<file path="config.mk">
export PLATFORM = sky130hd
export DESIGN_NAME = phys_free_tracker
export DESIGN_NICKNAME = d
export VERILOG_FILES = /design/src/design/rename_cfg_pkg.sv /design/src/design/retire_pkg.sv /design/src/design/phys_free_tracker.sv
export SDC_FILE = /design/constraint.sdc
export NUM_CORES = 1
export LEC_CHECK = 0
export BUFFER_PORTS_ARGS = -buffer_cell sky130_fd_sc_hd__buf_2
export CAP_MARGIN = 15
export CORE_ASPECT_RATIO = 1.5
export CORE_MARGIN = 4
export CORE_UTILIZATION = 30
export CTS_CLUSTER_DIAMETER = 150
export DETAILED_ROUTE_END_ITERATION = 10
export GPL_ROUTABILITY_DRIVEN = 0
export PLACE_DENSITY = 0.78
export SYNTH_ARGS = -nofsm -noshare
export SYNTH_HDL_FRONTEND = slang
export SYNTH_SLANG_ARGS = --single-unit
</file>
<file path="constraint.sdc">
create_clock -name clock -period 1.6 [get_ports clock]
set_clock_uncertainty 0.1 [all_clocks]
set_input_delay 0.48 -clock clock [delete_from_list [all_inputs] [get_ports clock]]
set_output_delay 0.48 -clock clock [all_outputs]
set_load 0.01 [all_outputs]
</file>
<file path="src/design/rename_cfg_pkg.sv">
package rename_cfg_pkg;

	// Register file sizes
	localparam int NUM_ARCH_REG = 16;
	localparam int NUM_PHYS_REG = 32;

	// Widest retire bundle the forwarding logic is written for
	localparam int RETIRE_WIDTH_MAX = 4;

	// Bits needed to name one physical register
	localparam int PREG_W = $clog2(NUM_PHYS_REG);

	// Physical register index
	typedef logic [PREG_W-1:0] phys_reg_t;

	// Committed mapping, entry i holds the physical register of arch register i
	typedef phys_reg_t [NUM_ARCH_REG-1:0] arch_map_t;

	// One bit per physical register, set when the register is free
	typedef logic [NUM_PHYS_REG-1:0] phys_mask_t;

endpackage

</file>
<file path="src/design/retire_pkg.sv">
package retire_pkg;

	import rename_cfg_pkg::*;

	// One retiring instruction
	typedef struct packed {
		logic      valid;
		phys_reg_t t_new; // Register written by the instruction
		phys_reg_t t_old; // Register it supersedes, released at retire
	} retire_lane_t;

	// Rename stage taking a register off the free list
	typedef struct packed {
		logic      valid;
		phys_reg_t preg;
	} alloc_req_t;

	// Rebuilt state handed out after a flush
	typedef struct packed {
		arch_map_t         map;
		phys_mask_t        free_mask;
		logic [PREG_W:0]   free_count; // Needs one extra bit, all registers may be free
	} recovery_t;

endpackage

</file>
<file path="src/design/phys_free_tracker.sv">
module phys_free_tracker #(
	parameter int RETIRE_WIDTH = 2
) (
	input  logic                                          clock,
	input  logic                                          reset,
	input  retire_pkg::alloc_req_t                        alloc,
	input  retire_pkg::retire_lane_t [RETIRE_WIDTH-1:0]   retire,
	input  retire_pkg::recovery_t                         recovery,
	input  logic                                          recovery_valid,
	output rename_cfg_pkg::phys_mask_t                    free_mask
);

	import rename_cfg_pkg::*;

	// Arch registers start mapped to the low physical registers
	localparam phys_mask_t RESET_MASK = {
		{(NUM_PHYS_REG - NUM_ARCH_REG){1'b1}},
		{NUM_ARCH_REG{1'b0}}
	};

	phys_mask_t mask_next;

	always_comb begin
		mask_next = free_mask;

		if (alloc.valid) begin
			mask_next[alloc.preg] = 1'b0;
		end

		// Releases come after the allocation so a release wins
		for (int j = 0; j < RETIRE_WIDTH; j++) begin
			if (retire[j].valid) begin
				mask_next[retire[j].t_old] = 1'b1;
			end
		end

		if (recovery_valid) begin
			mask_next = recovery.free_mask; // Rebuilt mask replaces everything
		end
	end

	always_ff @(posedge clock) begin
		if (reset) begin
			free_mask <= RESET_MASK;
		end else begin
			free_mask <= mask_next;
		end
	end

endmodule

</file>
; ---- After elaboration in Yosys (flattened, before gate mapping)
; Index checks and enable logic that the tools add are counted.
[op_classes]
order_cmp = 6
muxes = 10
n_bitwise = 4
n_reduce_logical = 3
[op_table]
columns = operator, n
row1 = 2-to-1 mux 32 bit, 4
row2 = OR 32 bit, 2
row3 = AND 32 bit, 1
row4 = NOT 32 bit, 1
row5 = "< comparator 5 x 6 -> 1 bit, second input constant", 3
row6 = demux 1 bit (select 5 bit), 3
row7 = ">= comparator 5 x 1 -> 1 bit, second input constant", 3
row8 = logical AND 1 bit, 3
row9 = 2-to-1 mux 1 bit, 3
[totals]
regBits = 32
input_bits = 149
output_inout_bits = 32
wordCells = 24

; ---- Longest topological paths before layout
[logic_depth]
depth_word = 12
depth_mapped = 5
depth_no_buf = 3

; ---- Worst setup path after synthesis
; No wires, ideal clock.
[synth_path]
path_kind = input to register
from = input port alloc[2] (netlist name)
to = register free_mask[0]
arrival_ns = 1.216
required_time_ns = 1.377
path_slack_ns = 0.161
stages = 3
cell_sequence = or4b_4 o21ai_1 a31oi_1
[synth_via]
elab_chain_cells = 12
elab_cells_between_ends = 13
[synth_rtl]
columns = element, line_no
row1 = "start, declared", phys_free_tracker.sv:6  ; input retire_pkg::alloc_req_t alloc,
row2 = < comparator 5 x 6 -> 1 bit (not written as such) / >= comparator 5 x 1 -> 1 bit (equally long branches), phys_free_tracker.sv:27  ; mask_next[alloc.preg] = 1'b0;
row3 = logical AND 1 bit (not written as such), phys_free_tracker.sv:27
row4 = 2-to-1 mux 1 bit (not written as such), phys_free_tracker.sv:27
row5 = demux 1 bit (select 5 bit) (*), phys_free_tracker.sv:27
row6 = NOT 32 bit (no source line) (*), n/a
row7 = AND 32 bit (no source line) (*), n/a
row8 = 2-to-1 mux 32 bit (*), phys_free_tracker.sv:26  ; if (alloc.valid) begin
row9 = OR 32 bit (no source line), n/a
row10 = 2-to-1 mux 32 bit (*), phys_free_tracker.sv:32  ; if (retire[j].valid) begin
row11 = OR 32 bit (no source line), n/a
row12 = 2-to-1 mux 32 bit (*), phys_free_tracker.sv:32
row13 = 2-to-1 mux 32 bit (*), phys_free_tracker.sv:37  ; if (recovery_valid) begin
row14 = "end signal, assigned", phys_free_tracker.sv:46  ; free_mask <= mask_next;
row15 = "end, declared", phys_free_tracker.sv:10  ; output rename_cfg_pkg::phys_mask_t free_mask
; Every way passes the cells marked *; elsewhere a longest branch is shown, timed or not.
; A chain may end at the register's enable or synchronous reset.

; ---- Worst setup path in the final report
[layout_path]
from = register free_mask[7]
to = output port free_mask[7]
; No word-level cell between the ends.

==> summary.txt <==
Yosys reg bits - 32
Peak supply drop - 0.4691 mV
Clock root cell - clkbuf_8
CP Launch Type - flop
Power Total - 0.002176 W
RSZ-0062 raised after global routing - no
Delay-heaviest family, CP - flip-flops
Routing usage on met2 - 0.2874
Yosys cell types - 27
Min Tclk post-route - 1384 ps
Setup TNS - 0 ps
Reg with most FFs - free_mask
Max Freq - 0.7227 GHz
Hold Violations, Final - 0
CTS Hold Buffers Added - 0
Crit Path Category - flop to output pin
I/O Buffers - 84
Drt pass-1 iters - 5
Worst Hold Class - input pin to flop
FILL cells - 654
Antenna violations before repair - 0
Std cell rows - 36
Die footprint - 0.008245 sq mm
Combinational power share - 0.233
Most frequent cells in the layout - buf_2, a21oi_1, dfxtp_1
Total track usage - 0.1739
Outcome - completed
Vias - 2450
# nets final - 501
Vias per cell - 5.711
Post-CTS sizing - 0
Clk_lat worst skew - 290 ps
Final Setup Violations - 0
WP data required - 1020 ps
Clock buffer depth - 2
Static leakage - 1.206 nW
Period utilization - 0.8648
Max-cap violations - 0
TritonCTS buffer count - 5
Slew margin rel. - 0.6964
Diodes inserted - 0
Ports - 181
DRC violations left - 0
Drt total wl - 7318 um
Layout area overhead - 34.86%
Worst Setup End Kind - output pin
Max incr delay on CP - 370 ps
Met3 Track Usage GR - 0.05166
Syn avg cell area - 7.793 sq um
Grt total ovfl - 0
Vias in the first global route - 2295
Sw power - 0.0006316 W
Clock Pin Slew Worst Setup and Hold Paths - 80 ps
Global route hottest layer - met2
GRT met1 Usage - 0.1947
Crit Path Max Fanout - 2
Crit path DAT - 800 ps
Initial core utilization - 0.3116
Sw Share - 0.2902
First-pass GRT wire length - 10980 um
Sequential area share after synthesis - 0.3126
Pin count of the biggest net entering global routing - 42
Post-Synthesis Cells - 263
Sink Count - 32
Number of flip-flops in the largest register - 32
Share of layout cells above drive strength 1 - 0.3258
Warnings from Yosys - 0
H-tree depth - 2
Post-DP HPWL - 5430 um
Buf/Inv on CP - 1
CTS tree - built
Cell Area, Synth - 0.002049 sq mm
Per-cell routed wire length - 17.06 um
Routed Antenna Nets - 0
Largest regs - free_mask: 32 flops
Max Slew Vio Count - 0
Pwr Density - 787.4 mW/mm^2
Synthesized Nets - 412
Crit-path cells - buf_2
Worst-Margin Slew - 455.4 ps
Detailed Route Iter0 Violations - 241
Pint - 0.001545 W
Reg power frac - 0.406
Clock group share of total power - 0.361
Most common cell after layout, fill and taps aside - buf_2
Die Y - 109.2 um
Buffer count from post-CTS setup fixing - 0
Chip Width - 75.49 um
Critical path's slowest cell - dfxtp_1
Core Area - 0.006576 sq mm
==> worst register-to-register path, stage by stage, from the launching register on <==
cell and delay (ps):
dfxtp_1 330, nor2b_1 130, o21ai_1 70, o211ai_1 110
==> Yosys cell counts <==
library cell | number | area share
dfxtp_1 | 32 | 0.31
nand2b_1 | 2 | 0.0061
a21oi_1 | 32 | 0.078
and4bb_1 | 3 | 0.018
inv_1 | 16 | 0.029
nand2_1 | 17 | 0.031
o21ai_0 | 24 | 0.059
nor2b_1 | 20 | 0.061
a22oi_1 | 16 | 0.059
and4b_1 | 6 | 0.029
buf_2 | 5 | 0.012
and4_1 | 2 | 0.0085
nor4b_2 | 2 | 0.015
nand4bb_1 | 3 | 0.016
nand4b_1 | 3 | 0.013
a31oi_1 | 16 | 0.049
clkbuf_1 | 13 | 0.024
or4b_4 | 1 | 0.0067
and4bb_2 | 3 | 0.018
nand4_1 | 1 | 0.0031
a21o_1 | 16 | 0.059
o21ai_1 | 8 | 0.020
or2_0 | 1 | 0.0031
and2_1 | 2 | 0.0061
buf_1 | 1 | 0.0018
o211ai_1 | 16 | 0.059
nor2_1 | 2 | 0.0037
==> power by group through the flow <==
stage	logic (W)	registers, W	clock network (W)
2_1_floorplan	0.000229	0.000927	0
5_1_grt	0.000558	0.000891	0.000821
3_3_place_gp	0.000493	0.000897	0
4_1_cts	0.000506	0.000884	0.000795
6_report	0.000507	0.000884	0.000785
3_5_place_dp	0.000503	0.000901	0
==> per-stage QoR <==
stage	instance area (sq um)	utilization	worst slack, ps	hold slack (ps)	cells
5_1_grt	2764	0.4203	166.5	314.6	429
3_3_place_gp	2653	0.4033	-18.60	371.9	421
3_5_place_dp	2653	0.4033	-39.56	383.0	421
6_report	2764	0.4203	216.3	313.3	429
2_1_floorplan	2049	-	161.4	407.2	263
4_1_cts	2764	0.4203	223.0	315.6	429
==> layout make-up <==
| class | instances | area (sq um) | area share |
|---|---|---|---|
| tap | 76 | 95.09 | 0.03440 |
| sequential | 32 | 640.6 | 0.2318 |
| inverter | 16 | 60.06 | 0.02173 |
| timing repair buffer | 101 | 585.6 | 0.2119 |
| clock inverter | 3 | 42.54 | 0.01539 |
| clock buffer | 5 | 68.82 | 0.02490 |
| multi-input combinational | 196 | 1271 | 0.4599 |
==> metal layers <==
layer	vias to the layer above	routed length, um	share of wire
met3	23	754	0.10
met4	0	301	0.041
li1	1164	-	-
met2	137	3522	0.48
met5	-	0	0
met1	1126	2739	0.37
==> worst paths after layout <==
| path | startpoint | slack (ps) | end | cells past startpoint |
|---|---|---|---|---|
| worst min register to register | free_mask[10] | 390 | free_mask[10] | 2 |
| worst min-delay path | recovery[34] | 310 | free_mask[28] | 3 |
| worst max-delay path | free_mask[7] | 220 | free_mask[7] | 1 |
| worst max register to register | free_mask[16] | 750 | free_mask[16] | 3 |
==> kinds of logic (layout without fill, tap and decap cells) <==
group,after synthesis,in the layout,share of synthesized area
flops,32,32,0.3126
simple gates,68,68,0.2393
buf+inv,35,125,0.06715
compound gates,128,128,0.3810
Note: power is estimated with default switching activity, not from simulation.
