### src/design/rename_cfg_pkg.sv
package rename_cfg_pkg;

	// Register file sizes
	localparam int NUM_ARCH_REG = 16;
	localparam int NUM_PHYS_REG = 32;

	// Widest retire bundle the forwarding logic is written for
	localparam int RETIRE_WIDTH_MAX = 4;

	// Bits needed to name one physical register
	localparam int PREG_W = $clog2(NUM_PHYS_REG);

	// Physical register index
	typedef logic [PREG_W-1:0] phys_reg_t;

	// Committed mapping, entry i holds the physical register of arch register i
	typedef phys_reg_t [NUM_ARCH_REG-1:0] arch_map_t;

	// One bit per physical register, set when the register is free
	typedef logic [NUM_PHYS_REG-1:0] phys_mask_t;

endpackage

### src/design/retire_pkg.sv
package retire_pkg;

	import rename_cfg_pkg::*;

	// One retiring instruction
	typedef struct packed {
		logic      valid;
		phys_reg_t t_new; // Register written by the instruction
		phys_reg_t t_old; // Register it supersedes, released at retire
	} retire_lane_t;

	// Rename stage taking a register off the free list
	typedef struct packed {
		logic      valid;
		phys_reg_t preg;
	} alloc_req_t;

	// Rebuilt state handed out after a flush
	typedef struct packed {
		arch_map_t         map;
		phys_mask_t        free_mask;
		logic [PREG_W:0]   free_count; // Needs one extra bit, all registers may be free
	} recovery_t;

endpackage

### src/design/map_match_cam.sv
module map_match_cam #(
	parameter int RETIRE_WIDTH = 2
) (
	input  rename_cfg_pkg::arch_map_t                          entries,
	input  rename_cfg_pkg::phys_reg_t [RETIRE_WIDTH-1:0]       tags,
	input  logic [RETIRE_WIDTH-1:0]                            tag_valid,
	output logic [rename_cfg_pkg::NUM_ARCH_REG-1:0][RETIRE_WIDTH-1:0] hits
);

	import rename_cfg_pkg::*;

	// Every entry against every tag, all in parallel
	always_comb begin
		for (int i = 0; i < NUM_ARCH_REG; i++) begin
			for (int j = 0; j < RETIRE_WIDTH; j++) begin
				hits[i][j] = tag_valid[j] && (entries[i] == tags[j]);
			end
		end
	end

endmodule

### src/design/arch_map_table.sv
module arch_map_table #(
	parameter int RETIRE_WIDTH = 2
) (
	input  logic                                          clock,
	input  logic                                          reset,
	input  retire_pkg::retire_lane_t [RETIRE_WIDTH-1:0]   retire,
	output rename_cfg_pkg::arch_map_t                     arch_map
);

	import rename_cfg_pkg::*;

	phys_reg_t [RETIRE_WIDTH-1:0]              fwd_old;   // Tag each lane searches for
	logic [RETIRE_WIDTH-1:0]                   fwd_valid; // Lanes left after chain folding
	logic [NUM_ARCH_REG-1:0][RETIRE_WIDTH-1:0] hits;
	arch_map_t                                 map_next;

	if (RETIRE_WIDTH < 1 || RETIRE_WIDTH > RETIRE_WIDTH_MAX) begin : g_width_check
		$error("arch_map_table: RETIRE_WIDTH %0d outside 1..%0d",
			RETIRE_WIDTH, RETIRE_WIDTH_MAX);
	end

	// Chain folding.
	// A lane whose t_old is the t_new of an older lane in the bundle does not
	// exist in the map yet, so it walks back to the entry the chain started
	// from and carries its own t_new there. The older lane it supersedes is
	// dropped, since its write would be overwritten in the same cycle anyway
	always_comb begin
		for (int k = 0; k < RETIRE_WIDTH; k++) begin
			fwd_old[k]   = retire[k].t_old;
			fwd_valid[k] = retire[k].valid;

			// Youngest to oldest, so multi-step chains resolve in one pass
			for (int j = k - 1; j >= 0; j--) begin
				if (retire[j].valid && (fwd_old[k] == retire[j].t_new)) begin
					fwd_old[k] = retire[j].t_old;
				end
			end

			for (int m = k + 1; m < RETIRE_WIDTH; m++) begin
				if (retire[m].valid && (retire[m].t_old == retire[k].t_new)) begin
					fwd_valid[k] = 1'b0; // Superseded within the bundle
				end
			end
		end
	end

	map_match_cam #(
		.RETIRE_WIDTH(RETIRE_WIDTH)
	) map_match_cam_i (
		.entries  (arch_map),
		.tags     (fwd_old),
		.tag_valid(fwd_valid),
		.hits     (hits)
	);

	// Later lanes override earlier ones on the same entry
	always_comb begin
		map_next = arch_map;
		for (int i = 0; i < NUM_ARCH_REG; i++) begin
			for (int j = 0; j < RETIRE_WIDTH; j++) begin
				if (hits[i][j]) begin
					map_next[i] = retire[j].t_new;
				end
			end
		end
	end

	always_ff @(posedge clock) begin
		if (reset) begin
			for (int i = 0; i < NUM_ARCH_REG; i++) begin
				arch_map[i] <= phys_reg_t'(i); // Identity mapping
			end
		end else begin
			arch_map <= map_next;
		end
	end

endmodule

### config.mk
export PLATFORM = sky130hd
export DESIGN_NAME = arch_map_table
export DESIGN_NICKNAME = d
export VERILOG_FILES = /design/src/design/rename_cfg_pkg.sv /design/src/design/retire_pkg.sv /design/src/design/map_match_cam.sv /design/src/design/arch_map_table.sv
export SDC_FILE = /design/constraint.sdc
export NUM_CORES = 1
export LEC_CHECK = 0
export ABC_CLOCK_PERIOD_IN_PS = 6600
export BUFFER_PORTS_ARGS = -buffer_cell sky130_fd_sc_hd__buf_2
export CORE_ASPECT_RATIO = 0.9
export CORE_MARGIN = 5
export CORE_UTILIZATION = 50
export DETAILED_ROUTE_END_ITERATION = 10
export HOLD_SLACK_MARGIN = 0.03
export PLACE_DENSITY = 0.81
export SLEW_MARGIN = 40
export SYNTH_ARGS = -nofsm -noshare
export SYNTH_HDL_FRONTEND = slang
export SYNTH_HIERARCHICAL = 1
export SYNTH_SLANG_ARGS = --single-unit
### constraint.sdc
create_clock -name clock -period 6.6 [get_ports clock]
set_input_delay 1.32 -clock clock [delete_from_list [all_inputs] [get_ports clock]]
set_output_delay 1.32 -clock clock [all_outputs]
set_load 0.1 [all_outputs]
Word-level counts from Yosys, hierarchy flattened
Cells that the tools add are included.
Storage, ports and cells
  output and inout port bits: 80
  bits in registers: 80
Cells by class
  equal/unequal tests: 33
  reduce and logical (&&, ||, !) cells: 50
  muxes and demuxes: 34
Operators with widths (count)
  equality test 5 bit: 33
  2-to-1 mux 5 bit: 33
  logical AND 1 bit: 34
  nonzero test 2 bit: 16
  2-to-1 mux 1 bit: 1

Depth between registers and ports, before layout
  word-level depth: 6
  mapped depth: 14

Modules after synthesis
Netlist, hierarchy kept.
By module, submodules not included
  arch_map_table: cells an instance 439, sequential area each 1601.5 um^2, instances 1, area an instance 3938.8 um^2
  map_match_cam: cells an instance 246, sequential area each 0.0 um^2, instances 1, area an instance 2019.4 um^2

Worst setup path before layout
OpenSTA, ideal clock, no wires.
  path kind: in2reg
  start: input retire[8] in the netlist's numbering
  end: register arch_map[43] in the netlist's numbering
  data arrival time: 3.639 ns
  setup time: 0.117 ns
  setup slack: 2.844 ns
  buffers on the path: 4
  stages on the path: 13
  data required time: 6.483 ns
  cells stage by stage: buf_2 > xnor2_1 > nand3_1 > nor2_4 > mux2_2 > buf_6 > buf_12 > xor2_1 > nor4_1 > and3_1 > clkbuf_1 > mux2i_1 > nand2b_1
RTL lines
  from (decl): line arch_map_table.sv:6  | input retire_pkg::retire_lane_t [RETIRE_WIDTH-1:0] retire,
  to (signal, indexed assignment): line arch_map_table.sv:71  | arch_map[i] <= phys_reg_t'(i);
  to (signal assigned): line arch_map_table.sv:74  | arch_map <= map_next;
  to (decl): line arch_map_table.sv:7  | output rename_cfg_pkg::arch_map_t arch_map

==> metrics.yaml <==
clock_tree:
  cts.repair.resized: 0
  cts_setup_buffers: 0
  clock_latency_ns: 0.35
  clkTransAtPathRegs_ns: 0.06
  htreeDepth: 3
  cts_buffer_depth: 2
  cts_root_buf: "clkbuf_16"
  cts_buffers: 9
  cts.sinks: 80
  cts_tree: "yes"
  cts_hold_buf: 0
synth:
  synth_edf_count: 0
  async_flop_share_pct: 0
  ys.flop_type: "dfxtp_1"
  synth_compound_area_share_pct: 4.16
  synth_common_cells: "xor2_1, nor2_1, dfxtp_1, mux2i_1"
  netlist.top_cell.by_area: "dfxtp_1"
  synthSimpleGateAreaFrac_pct: 16.6
  synth-xor-area-share_pct: 24.3
  netlist_instances: 685
  netlist_top_cells_area: "dfxtp_1, xor2_1, mux2i_1"
  synthDistinctLibCells: 18
  ys_ff_latch: 80
  synthMuxAreaShare_pct: 20.4
  yosys_warnings: 6
  synth_adder_area_share_pct: 0
  yosysMostFrequentCell: "xor2_1"
  postSynthNetCount: 709
  synth.top_cell.area_share_pct: 26.9
  yosysSeqAreaShare_pct: 26.9
  synth_top_family_by_area: "XOR/XNOR gates"
  synth.cell_area_um2: 5960
  syn_area_per_cell_um2: 8.70
floorplan:
  start_util_pct: 51.5
  dieArea_um2: 14200
  num_io_pins: 104
  die_y_um: 114
  coreArea_um2: 11600
  rows: 37
  dieWidth_um: 125
layout:
  regMostFlops: "arch_map"
  layout-drive-gt1-share_pct: 21.7
  ff_latch_area_um2: 1600
  utilization_pct: 56.5
  syn_to_final_growth_pct: 9.74
  reg_top3: "arch_map x80"
  multi_input_area_um2: 3900
  postLayoutCellArea_um2: 6540
  diodes: 0
  fin_nets: 746
  final_cells: 883
  largest_reg_flops: 80
  fill_cells: 1021
drt:
  avgViaCountPerCell: 5.64
  vias: 4976
  wl_met1_mm: 7.37
  ant_nets: 0
  avgRoutedWirePerCell_um: 19.2
  drt-total-wl_mm: 16.9
  firstDrtPassIters: 5
  top_layer: "met4"
  drtIter0Drc: 390
  wl_met3_mm: 1.38
  met2_length_mm: 7.83
  drc_errors: 0
worst_setup_path:
  crit_type: "input port to flip-flop"
  slowest_delay_ns: 0.57
  crit_required_ns: 6.83
  cp_max_fo: 17
  cp-start-kind: "input port"
  critical_path.slowest_cell: "mux2_2"
  worstSetupEndpointType: "flip-flop"
  cp_data_arrival_time_ns: 4.10
  reg2reg_slack_ns: 4.65
  crit_chain: "buf_2 -> xnor2_1 -> nand3_1 -> nor2_4 -> mux2_2 -> xor2_1 -> nor4_1 -> and3_1 -> mux2i_1 -> nand2b_1"
place:
  pre_cts_ws_ns: 2.45
  place.gp.congestion: 0.861
  dpl.hpwl_mm: 10.5
  placed_area_um2: 6220
  dp.cells: 867
  portBuffers: 103
power_and_ir_drop:
  vdd_drop_max_uv: 159
  leakage_nw: 2.68
  power_density_nw_per_um2: 199
  p_total_mw: 1.30
global_route:
  gr-usage-all-layers_pct: 23.4
  grt_max_degree: 81
  grt_pass1_wl_mm: 26.8
  grt_overflow_total: 0
  grt_pass1_vias: 4916
  antenna_found_initial: 0
timing:
  relSlewSlack_pct: 47.5
  rsz0062_at_grt: "false"
  period_needed_ns: 3.87
  fmax_ghz: 0.258
  finalSetupTns_ns: 0
  finClkSkew_ns: 0.00882
  tightest_slew_ns: 0.788
  layout_setup_ws_ns: 2.73
  holdWs_ns: 0.711
  hold_violations: 0
  maxSlewViolCount: 0
  finalSetupViolations: 0
  min_period_over_period_pct: 58.6
outcome:
  status: "finished, final reports clean"
job:
  max-cap-violations: 0
hold_path:
  worstHoldPathType: "flip-flop to flip-flop"
[path summary, 6_finish.rpt]
check,endpoint,startpoint,cells after the start
hold reg to reg,arch_map[48],arch_map[48],3
setup reg to reg,arch_map[68],arch_map[65],6
hold / removal,arch_map[48],arch_map[48],3
setup / recovery,arch_map[78],retire[9],10
[power breakdown]
part / total [mW] / leakage, nW / internal (mW) / switching [mW]
combinational: 0.245 / 1.87 / 0.0702 / 0.175
sequential: 0.505 / 0.647 / 0.492 / 0.0137
clock: 0.550 / 0.158 / 0.340 / 0.210
total: 1.30 / 2.68 / 0.902 / 0.398
[kinds of logic after synthesis]
group,count (synthesis)
and+or+nand+nor,196
AOI/OAI and AO/OA,49
xor gates and xnor gates,165
muxes,117
buffers and inverters,78
DFF,80
[routing by layer]
layer  vias up  GRT usage, %
met3        31          4.40
met2       234          38.2
li1       2347             -
met1      2364          30.8
met5         -             0
met4         0          9.32
[critical path, delay by kind of cell]
kind	cells	cell delay, ns
XOR/XNOR	2	0.42
buffers and inverters	1	0.37
multiplexers	2	0.81
AND/OR/NAND/NOR	5	1.17
[cells in the final DEF (no fill, tap or decap)]
cell type and count:
buf_4 1, nor2_1 96, xor2_1 128, and3_1 32, nor4_1 32, nand3_1 3, mux2i_1 80, nand2b_1 32
clkinv_2 3, bufinv_16 2, clkbuf_8 1, o21a_1 1, mux2_2 37, xnor2_1 37, nor2_4 1, clkinvlp_4 1
a21oi_1 48, clkbuf_16 9, buf_2 103, dfxtp_1 80
[layout make-up]
type                            count  area share, %
Clock buffer                       10           3.65
Clock inverter                      6           1.26
Multi-Input combinational cell    527           59.6
Sequential cell                    80           24.5
Tap cell                          156           2.99
Timing Repair Buffer              104           8.00
Note: power is estimated with default switching activity, not from simulation.
